### src/bp_pkg.sv
// shared widths, opcode, entry-kind and state enums, and index helper functions.
package bp_pkg;

    localparam int XLEN = 32;

    // riscv major opcodes seen by the predictor.
    typedef enum logic [6:0] {
        OP_ALU    = 7'b0110011,
        OP_BRANCH = 7'b1100011,
        OP_JALR   = 7'b1100111,
        OP_JAL    = 7'b1101111
    } bp_opcode_e;

    typedef enum logic {
        KIND_BRANCH = 1'b0,
        KIND_JUMP   = 1'b1
    } bp_kind_e;

    typedef enum logic {
        ST_INIT = 1'b0,
        ST_RUN  = 1'b1
    } bp_state_e;

    // index width for n entries, never below one bit.
    function automatic int unsigned idx_bits(input int unsigned n);
        return (n > 1) ? $clog2(n) : 1;
    endfunction

    function automatic int unsigned max_of(input int unsigned a, input int unsigned b);
        return (a > b) ? a : b;
    endfunction

    function automatic logic is_jump(input bp_opcode_e op);
        return (op == OP_JAL) || (op == OP_JALR);
    endfunction

endpackage

### src/bp_upd_if.sv
// update bus carrying one drained resolved branch from the queue to both tables.
interface bp_upd_if;
    import bp_pkg::*;

    logic             valid;
    logic [XLEN-1:0]  pc;
    bp_opcode_e       op;
    logic             taken;
    logic [XLEN-1:0]  target;

    modport src (
        output valid, pc, op, taken, target
    );

    modport sink (
        input valid, pc, op, taken, target
    );

endinterface

### src/bp_ctrl_fsm.sv
// controller FSM that runs the table sweep after reset and then enables normal operation.
module bp_ctrl_fsm (
    input  logic clk,
    input  logic rst_i,
    input  logic sweep_done_i,
    output logic sweep_en_o,
    output logic drain_en_o,
    output logic ready_o
);
    import bp_pkg::*;

    bp_state_e state_q;
    bp_state_e state_d;

    always_comb begin
        state_d = state_q;
        case (state_q)
            ST_INIT: begin
                if (sweep_done_i) begin
                    state_d = ST_RUN;
                end
            end
            // run is final until the next reset.
            ST_RUN: state_d = ST_RUN;
            default: state_d = ST_INIT;
        endcase
    end

    always_ff @(posedge clk) begin
        if (rst_i) begin
            state_q <= ST_INIT;
        end else begin
            state_q <= state_d;
        end
    end

    assign sweep_en_o = (state_q == ST_INIT);
    assign drain_en_o = (state_q == ST_RUN);
    assign ready_o    = (state_q == ST_RUN);

endmodule

### src/bp_sweep_counter.sv
// index counter that walks every table entry once during initialisation.
module bp_sweep_counter #(
    parameter int SWEEP_LEN = 32
) (
    input  logic                                      clk,
    input  logic                                      rst_i,
    input  logic                                      en_i,
    output logic [bp_pkg::idx_bits(SWEEP_LEN)-1:0]    idx_o,
    output logic                                      done_o
);
    import bp_pkg::*;

    localparam int W = idx_bits(SWEEP_LEN);

    logic [W-1:0] idx_q;

    always_ff @(posedge clk) begin
        if (rst_i) begin
            idx_q <= '0;
        end else if (en_i) begin
            idx_q <= done_o ? '0 : idx_q + W'(1);
        end
    end

    assign idx_o  = idx_q;
    assign done_o = en_i && (idx_q == W'(SWEEP_LEN - 1));

endmodule

### src/bp_update_queue.sv
// credit-managed FIFO of resolved branch and jump updates from execute.
module bp_update_queue #(
    parameter int UPD_DEPTH = 4
) (
    input  logic                        clk,
    input  logic                        rst_i,
    input  logic                        push_i,
    input  logic [bp_pkg::XLEN-1:0]     pc_i,
    input  logic [bp_pkg::XLEN-1:0]     target_i,
    input  bp_pkg::bp_opcode_e          op_i,
    input  logic                        taken_i,
    input  logic                        drain_en_i,
    output logic                        credit_o,
    bp_upd_if.src                       upd
);
    import bp_pkg::*;

    localparam int PTR_W = idx_bits(UPD_DEPTH);
    localparam int CNT_W = idx_bits(UPD_DEPTH + 1);

    logic [XLEN-1:0] pc_mem     [UPD_DEPTH];
    logic [XLEN-1:0] target_mem [UPD_DEPTH];
    bp_opcode_e      op_mem     [UPD_DEPTH];
    logic            taken_mem  [UPD_DEPTH];

    logic [PTR_W-1:0] wr_ptr;
    logic [PTR_W-1:0] rd_ptr;
    logic [CNT_W-1:0] count;
    logic             pop;

    // the sender's credits guarantee room, so push is never refused.
    assign pop = drain_en_i && (count != '0);

    always_ff @(posedge clk) begin
        if (push_i) begin
            pc_mem[wr_ptr]     <= pc_i;
            target_mem[wr_ptr] <= target_i;
            op_mem[wr_ptr]     <= op_i;
            taken_mem[wr_ptr]  <= taken_i;
        end
    end

    always_ff @(posedge clk) begin
        if (rst_i) begin
            wr_ptr <= '0;
            rd_ptr <= '0;
            count  <= '0;
        end else begin
            if (push_i) begin
                wr_ptr <= (wr_ptr == PTR_W'(UPD_DEPTH - 1)) ? '0 : wr_ptr + PTR_W'(1);
            end
            if (pop) begin
                rd_ptr <= (rd_ptr == PTR_W'(UPD_DEPTH - 1)) ? '0 : rd_ptr + PTR_W'(1);
            end
            count <= count + CNT_W'(push_i) - CNT_W'(pop);
        end
    end

    // head entry goes to the tables in the cycle it is popped.
    assign upd.valid  = pop;
    assign upd.pc     = pc_mem[rd_ptr];
    assign upd.op     = op_mem[rd_ptr];
    assign upd.taken  = taken_mem[rd_ptr];
    assign upd.target = target_mem[rd_ptr];
    assign credit_o   = pop;

endmodule

### src/bp_gshare.sv
// gshare direction predictor with global history register and 2-bit counter table.
module bp_gshare #(
    parameter int GHR_BITS = 5
) (
    input  logic                     clk,
    input  logic                     rst_i,
    input  logic                     sweep_en_i,
    input  logic [GHR_BITS-1:0]      sweep_idx_i,
    input  logic                     lookup_valid_i,
    input  logic [bp_pkg::XLEN-1:0]  lookup_pc_i,
    bp_upd_if.sink                   upd,
    output logic                     dir_taken_o
);
    import bp_pkg::*;

    localparam int PHT_SIZE = 1 << GHR_BITS;

    logic [1:0]          pht [PHT_SIZE];
    logic [GHR_BITS-1:0] ghr;
    logic [GHR_BITS-1:0] lk_idx;
    logic [GHR_BITS-1:0] up_idx;
    logic [1:0]          ctr;
    logic [1:0]          ctr_next;
    logic                br_upd;
    logic                dir_q;

    assign lk_idx = lookup_pc_i[GHR_BITS+1:2] ^ ghr;
    assign up_idx = upd.pc[GHR_BITS+1:2] ^ ghr;
    assign br_upd = upd.valid && (upd.op == OP_BRANCH);

    // saturating counter step.
    always_comb begin
        ctr      = pht[up_idx];
        ctr_next = ctr;
        if (upd.taken && (ctr != 2'b11)) begin
            ctr_next = ctr + 2'd1;
        end else if (!upd.taken && (ctr != 2'b00)) begin
            ctr_next = ctr - 2'd1;
        end
    end

    always_ff @(posedge clk) begin
        if (sweep_en_i) begin
            pht[sweep_idx_i] <= 2'b01;
        end else if (br_upd) begin
            pht[up_idx] <= ctr_next;
        end
    end

    always_ff @(posedge clk) begin
        if (rst_i) begin
            ghr <= '0;
        end else if (br_upd) begin
            ghr <= {ghr[GHR_BITS-2:0], upd.taken};
        end
    end

    always_ff @(posedge clk) begin
        if (lookup_valid_i) begin
            dir_q <= pht[lk_idx][1];
        end
    end

    assign dir_taken_o = dir_q;

endmodule

### src/bp_btb.sv
// direct-mapped branch target buffer with registered lookup and final taken/target choice.
module bp_btb #(
    parameter int NUM_BTB_ENTRIES = 32
) (
    input  logic                                          clk,
    input  logic                                          rst_i,
    input  logic                                          sweep_en_i,
    input  logic [bp_pkg::idx_bits(NUM_BTB_ENTRIES)-1:0]  sweep_idx_i,
    input  logic                                          lookup_valid_i,
    input  logic [bp_pkg::XLEN-1:0]                       lookup_pc_i,
    bp_upd_if.sink                                        upd,
    input  logic                                          dir_taken_i,
    output logic                                          pred_valid_o,
    output logic                                          pred_taken_o,
    output logic [bp_pkg::XLEN-1:0]                       pred_target_o
);
    import bp_pkg::*;

    localparam int IDX_W = idx_bits(NUM_BTB_ENTRIES);
    localparam int TAG_W = XLEN - IDX_W - 2;

    logic             valid_mem  [NUM_BTB_ENTRIES];
    logic [TAG_W-1:0] tag_mem    [NUM_BTB_ENTRIES];
    logic [XLEN-1:0]  target_mem [NUM_BTB_ENTRIES];
    bp_kind_e         kind_mem   [NUM_BTB_ENTRIES];

    logic [IDX_W-1:0] lk_idx;
    logic [TAG_W-1:0] lk_tag;
    logic [IDX_W-1:0] wr_idx;
    logic [TAG_W-1:0] wr_tag;
    logic             lk_accept;
    logic             wr_en;

    logic             pred_valid_q;
    logic             hit_q;
    bp_kind_e         kind_q;
    logic [XLEN-1:0]  target_q;
    logic [XLEN-1:0]  pc_q;
    logic             taken;

    assign lk_idx = lookup_pc_i[IDX_W+1:2];
    assign lk_tag = lookup_pc_i[XLEN-1:IDX_W+2];
    assign wr_idx = upd.pc[IDX_W+1:2];
    assign wr_tag = upd.pc[XLEN-1:IDX_W+2];

    // no lookups while the tables are being cleared.
    assign lk_accept = lookup_valid_i && !sweep_en_i;

    // not-taken branches never allocate.
    assign wr_en = upd.valid &&
                   (is_jump(upd.op) || ((upd.op == OP_BRANCH) && upd.taken));

    always_ff @(posedge clk) begin
        if (sweep_en_i) begin
            valid_mem[sweep_idx_i] <= 1'b0;
        end else if (wr_en) begin
            valid_mem[wr_idx]  <= 1'b1;
            tag_mem[wr_idx]    <= wr_tag;
            target_mem[wr_idx] <= upd.target;
            kind_mem[wr_idx]   <= is_jump(upd.op) ? KIND_JUMP : KIND_BRANCH;
        end
    end

    always_ff @(posedge clk) begin
        if (rst_i) begin
            pred_valid_q <= 1'b0;
        end else begin
            pred_valid_q <= lk_accept;
        end
    end

    // reads see the table as it was before this edge's write.
    always_ff @(posedge clk) begin
        if (lk_accept) begin
            hit_q    <= valid_mem[lk_idx] && (tag_mem[lk_idx] == lk_tag);
            kind_q   <= kind_mem[lk_idx];
            target_q <= target_mem[lk_idx];
            pc_q     <= lookup_pc_i;
        end
    end

    assign taken = pred_valid_q && hit_q && ((kind_q == KIND_JUMP) || dir_taken_i);

    assign pred_valid_o  = pred_valid_q;
    assign pred_taken_o  = taken;
    assign pred_target_o = taken ? target_q : pc_q + XLEN'(4);

endmodule

### src/bp_top.sv
// branch prediction unit top level wiring controller, sweep, queue, BTB and gshare.
module bp_top #(
    parameter int NUM_BTB_ENTRIES = 32,
    parameter int GHR_BITS        = 5,
    parameter int UPD_DEPTH       = 4
) (
    input  logic                     clk,
    input  logic                     rst_i,
    input  logic                     lookup_valid_i,
    input  logic [bp_pkg::XLEN-1:0]  lookup_pc_i,
    output logic                     pred_valid_o,
    output logic                     pred_taken_o,
    output logic [bp_pkg::XLEN-1:0]  pred_target_o,
    input  logic                     upd_valid_i,
    input  logic [bp_pkg::XLEN-1:0]  upd_pc_i,
    input  bp_pkg::bp_opcode_e       upd_op_i,
    input  logic                     upd_taken_i,
    input  logic [bp_pkg::XLEN-1:0]  upd_target_i,
    output logic                     upd_credit_o,
    output logic                     ready_o
);
    import bp_pkg::*;

    localparam int SWEEP_LEN = max_of(NUM_BTB_ENTRIES, 1 << GHR_BITS);
    localparam int SWEEP_W   = idx_bits(SWEEP_LEN);
    localparam int BTB_IDX_W = idx_bits(NUM_BTB_ENTRIES);

    logic               sweep_en;
    logic               sweep_done;
    logic               drain_en;
    logic [SWEEP_W-1:0] sweep_idx;
    logic               dir_taken;

    bp_upd_if upd_bus ();

    bp_ctrl_fsm u_ctrl (
        .clk          (clk),
        .rst_i        (rst_i),
        .sweep_done_i (sweep_done),
        .sweep_en_o   (sweep_en),
        .drain_en_o   (drain_en),
        .ready_o      (ready_o)
    );

    bp_sweep_counter #(.SWEEP_LEN(SWEEP_LEN)) u_sweep (
        .clk    (clk),
        .rst_i  (rst_i),
        .en_i   (sweep_en),
        .idx_o  (sweep_idx),
        .done_o (sweep_done)
    );

    bp_update_queue #(.UPD_DEPTH(UPD_DEPTH)) u_queue (
        .clk        (clk),
        .rst_i      (rst_i),
        .push_i     (upd_valid_i),
        .pc_i       (upd_pc_i),
        .target_i   (upd_target_i),
        .op_i       (upd_op_i),
        .taken_i    (upd_taken_i),
        .drain_en_i (drain_en),
        .credit_o   (upd_credit_o),
        .upd        (upd_bus.src)
    );

    // each table takes the low bits of the shared sweep index.
    bp_gshare #(.GHR_BITS(GHR_BITS)) u_gshare (
        .clk            (clk),
        .rst_i          (rst_i),
        .sweep_en_i     (sweep_en),
        .sweep_idx_i    (sweep_idx[GHR_BITS-1:0]),
        .lookup_valid_i (lookup_valid_i),
        .lookup_pc_i    (lookup_pc_i),
        .upd            (upd_bus.sink),
        .dir_taken_o    (dir_taken)
    );

    bp_btb #(.NUM_BTB_ENTRIES(NUM_BTB_ENTRIES)) u_btb (
        .clk            (clk),
        .rst_i          (rst_i),
        .sweep_en_i     (sweep_en),
        .sweep_idx_i    (sweep_idx[BTB_IDX_W-1:0]),
        .lookup_valid_i (lookup_valid_i),
        .lookup_pc_i    (lookup_pc_i),
        .upd            (upd_bus.sink),
        .dir_taken_i    (dir_taken),
        .pred_valid_o   (pred_valid_o),
        .pred_taken_o   (pred_taken_o),
        .pred_target_o  (pred_target_o)
    );

endmodule

### config.mk
export PLATFORM = sky130hd
export DESIGN_NAME = bp_top
export DESIGN_NICKNAME = d
export VERILOG_FILES = /design/src/bp_pkg.sv /design/src/bp_upd_if.sv /design/src/bp_ctrl_fsm.sv /design/src/bp_sweep_counter.sv /design/src/bp_update_queue.sv /design/src/bp_gshare.sv /design/src/bp_btb.sv /design/src/bp_top.sv
export SDC_FILE = /design/constraint.sdc
export NUM_CORES = 2
export LEC_CHECK = 0
export BUFFER_PORTS_ARGS = -buffer_cell sky130_fd_sc_hd__buf_2
export CAP_MARGIN = 20
export CORE_MARGIN = 4
export CORE_UTILIZATION = 60
export CTS_BUF_LIST = sky130_fd_sc_hd__clkbuf_2 sky130_fd_sc_hd__clkbuf_4 sky130_fd_sc_hd__clkbuf_8
export CTS_CLUSTER_DIAMETER = 80
export DETAILED_ROUTE_END_ITERATION = 8
export HOLD_SLACK_MARGIN = 0.1
export PLACE_DENSITY = 0.77
export SLEW_MARGIN = 40
export SYNTH_ARGS = -nofsm -noshare
export SYNTH_HDL_FRONTEND = slang
export SYNTH_SLANG_ARGS = --single-unit
### constraint.sdc
create_clock -name clk -period 8 [get_ports clk]
set_clock_uncertainty 0.1 [all_clocks]
set_input_delay 0.4 -clock clk [delete_from_list [all_inputs] [get_ports clk]]
set_output_delay 0.4 -clock clk [all_outputs]
set_load 0.005 [all_outputs]
==> reports/results.ini <==
[clock_tree]
cts_tree=built
path_clk_slew_ns=0.06
root_buffer=clkbuf_8
cts_htree_levels=5
cts.path.max_buffers=4
clk_latency_ns=1.02
numCtsBuffers=366
ctsResizeCount=0
cts.sink_count=2320

[setup_path]
cpPeakStageDelay_ns=0.86
path_cells=buf_6, mux4_2, or2_2, nor3_1, buf_4, a22o_1, buf_4, and2_1, nand2_1, nor2_4, buf_12
crit_required_ns=8.54
crit_family=simple AND/OR/NAND/NOR gates
worstPathBufferInverterCount=4
crit_top_cell=buf_4
worstSetupPathType=flip-flop to flip-flop
crit_arrival_ns=5.95
start_kind=flip-flop
crit_slowest_cell=nor2_4
critPathMaxFanout=41
endpoint_kind=flip-flop

[synth]
synth_cells=3977
synth_seq_area_share_pct=77.5
syn_avg_cell_area_um2=22.5
synth_top_family_by_area=multiplexers
syn-cell-area_um2=89600
async_flop_share_pct=0
synth_fa_ha_area_share_pct=0.190
yosys_warnings=0
synth_nets=4098
yosys_most_used_dff=edfxtp_1
synth-compound-area-share_pct=1.51
ys_ff_latch=2320
synthDistinctLibCells=77
synth_xor_area_share_pct=0.595
synth-edff-count=2299
yosys.area_share.simple_pct=2.28
synthMuxAreaShare_pct=16.8

[floorplan]
die-area_um2=156000
die_h_um=395
start_util_pct=60.6
die_x_um=395
rows=141
core_um2=148000
pin_count=144

[global_route]
grt_pass1_wl_mm=310
grt_pass1_vias=45800
grtUsageTotal_pct=27.5
antenna_found_initial=12
grt_start_max_net_pins=99
grt_overflow=0

[power]
p_leak_nw=32.3
pwr_density_cell_nw_per_um2=236
power.ir.vdd_worst_uv=182

[layout]
n_fill_cell=8474
seq_area_um2=69500
multi_input_area_um2=19500
post-route-util_pct=68.9
layout-drive-gt1-share_pct=30.6
layout_common_cells=edfxtp_1 (2299), mux4_2 (603), clkbuf_8 (377)
layout_commonest_cell=edfxtp_1
fin_nets=4711
syn2layout_area_growth_pct=13.8
final_area_um2=102000
final_cells=6775

[place]
port_buffers=141
place_area_um2=93400
pre_cts_ws_ns=2.62
post-place-cells=5963
hpwl_mm=119
gp_congestion=0.886

[sta]
final-setup-viol-count=0
tightest_slew_ns=0.934
fin_tns_setup_ns=0
fmax_mhz=185
rsz0062_at_grt=no
setup_slack_ns=2.59
hold_viol_final=0
finalCriticalPeriod_ns=5.41
finalCritPeriodShare_pct=67.7
slew_headroom_pct=37.1
report.final.slew_viol_count=0

[drt]
drtAntennaViolNets=0
dr.pass1.iters=8
vias_per_cell=6.58
num_vias=44600
wl_per_cell_um=31.2
drcViolationCount=0
drt_iter0_markers=6405
drt_wl_total_mm=211

[flow_run]
drv_cap=0

[hold_path]
min_path_type=input port to flip-flop

[outcome]
status=finished clean

## layout make-up
type                       count  share of cell area (%)
clock inverter               139                   0.749
inverter                      19                  0.0797
tap                         1930                    2.37
sequential                  2320                    68.1
multi-input combinational   1450                    19.1
antenna                        6                  0.0147
timing repair buffer         433                    3.73
clock buffer                 478                    5.83
## cells in the mapped netlist (all sizes together), types with 12 or more instances
cell type,instances,area share [%]
nand4,13,0.091
nand3,32,0.18
xor2,35,0.34
a21oi,42,0.23
inv,17,0.071
nand2,129,0.54
ha,12,0.17
xnor2,22,0.25
nor3,13,0.073
mux4,606,15
o22ai,16,0.11
nand2b,20,0.14
mux2i,93,1.0
clkbuf,71,0.30
o21ai,44,0.25
nor4,16,0.11
dfxtp,21,0.47
edfxtp,2299,77
a22oi,19,0.16
buf,117,0.74
nor2,140,0.59
mux2,44,0.55
o211ai,13,0.11
nor2b,21,0.15
## per-stage QoR
step           hold WS, ns  total power, mW
2_1_floorplan        0.354             14.5
3_3_place_gp         0.353             14.9
3_5_place_dp         0.403             14.9
4_1_cts              0.101             24.2
5_1_grt              0.111             25.0
6_report             0.189             24.1
## registers in the layout, summed over array words and instances (netlist names), 2 cells and up, named ones only
register / flops
u_btb.kind_mem: 32
u_btb.pc_q: 32
u_btb.tag_mem: 800
u_btb.target_mem: 1024
u_btb.target_q: 32
u_btb.valid_mem: 32
u_gshare.ghr: 5
u_gshare.pht: 64
u_queue.count: 3
u_queue.op_mem: 28
u_queue.pc_mem: 120
u_queue.rd_ptr: 2
u_queue.taken_mem: 4
u_queue.target_mem: 128
u_queue.wr_ptr: 2
u_sweep.idx_o: 5
## path summary, 6_finish.rpt
check | start | end | slack (ns) | depth (start not counted)
worst min-delay path | lookup_pc_i[31] | u_btb.pc_q[31] | 0.19 | 2
worst max register to register | flip-flop | u_btb.target_mem[22][17] | 2.59 | 11
worst min register to register | u_gshare.ghr[3] | u_gshare.ghr[4] | 0.43 | 2
worst max-delay path | flip-flop | u_btb.target_mem[22][17] | 2.59 | 11
## cells by family (layout without fill, tap and decap cells)
group	Yosys count	count (layout)
flops	2320	2320
mux	743	743
simple gates	435	435
buf+inv	207	1069
compound gates	202	202
xor+xnor	57	57
fa+ha+maj	13	13
other cells	0	6
## power breakdown
group	switching (mW)	internal, mW
clock	4.37	5.03
combinational	0.733	0.486
sequential	0.0194	13.5
total	5.12	19.0
## layer usage
metal	up-vias	global-route usage (%)	wire, um
li1	18100	-	-
met1	23200	39.4	79000
met2	2830	42.1	101000
met3	416	7.46	24800
met4	0	9.05	6730
met5	-	0	0
## repair_timing
item                                    4_1_cts  5_1_grt
buffers inserted                              0        0
endpoints found under the setup margin        0        0
endpoints found under the hold margin       475        0
hold buffers                                189        0
Power figures use the tool's default switching activity.
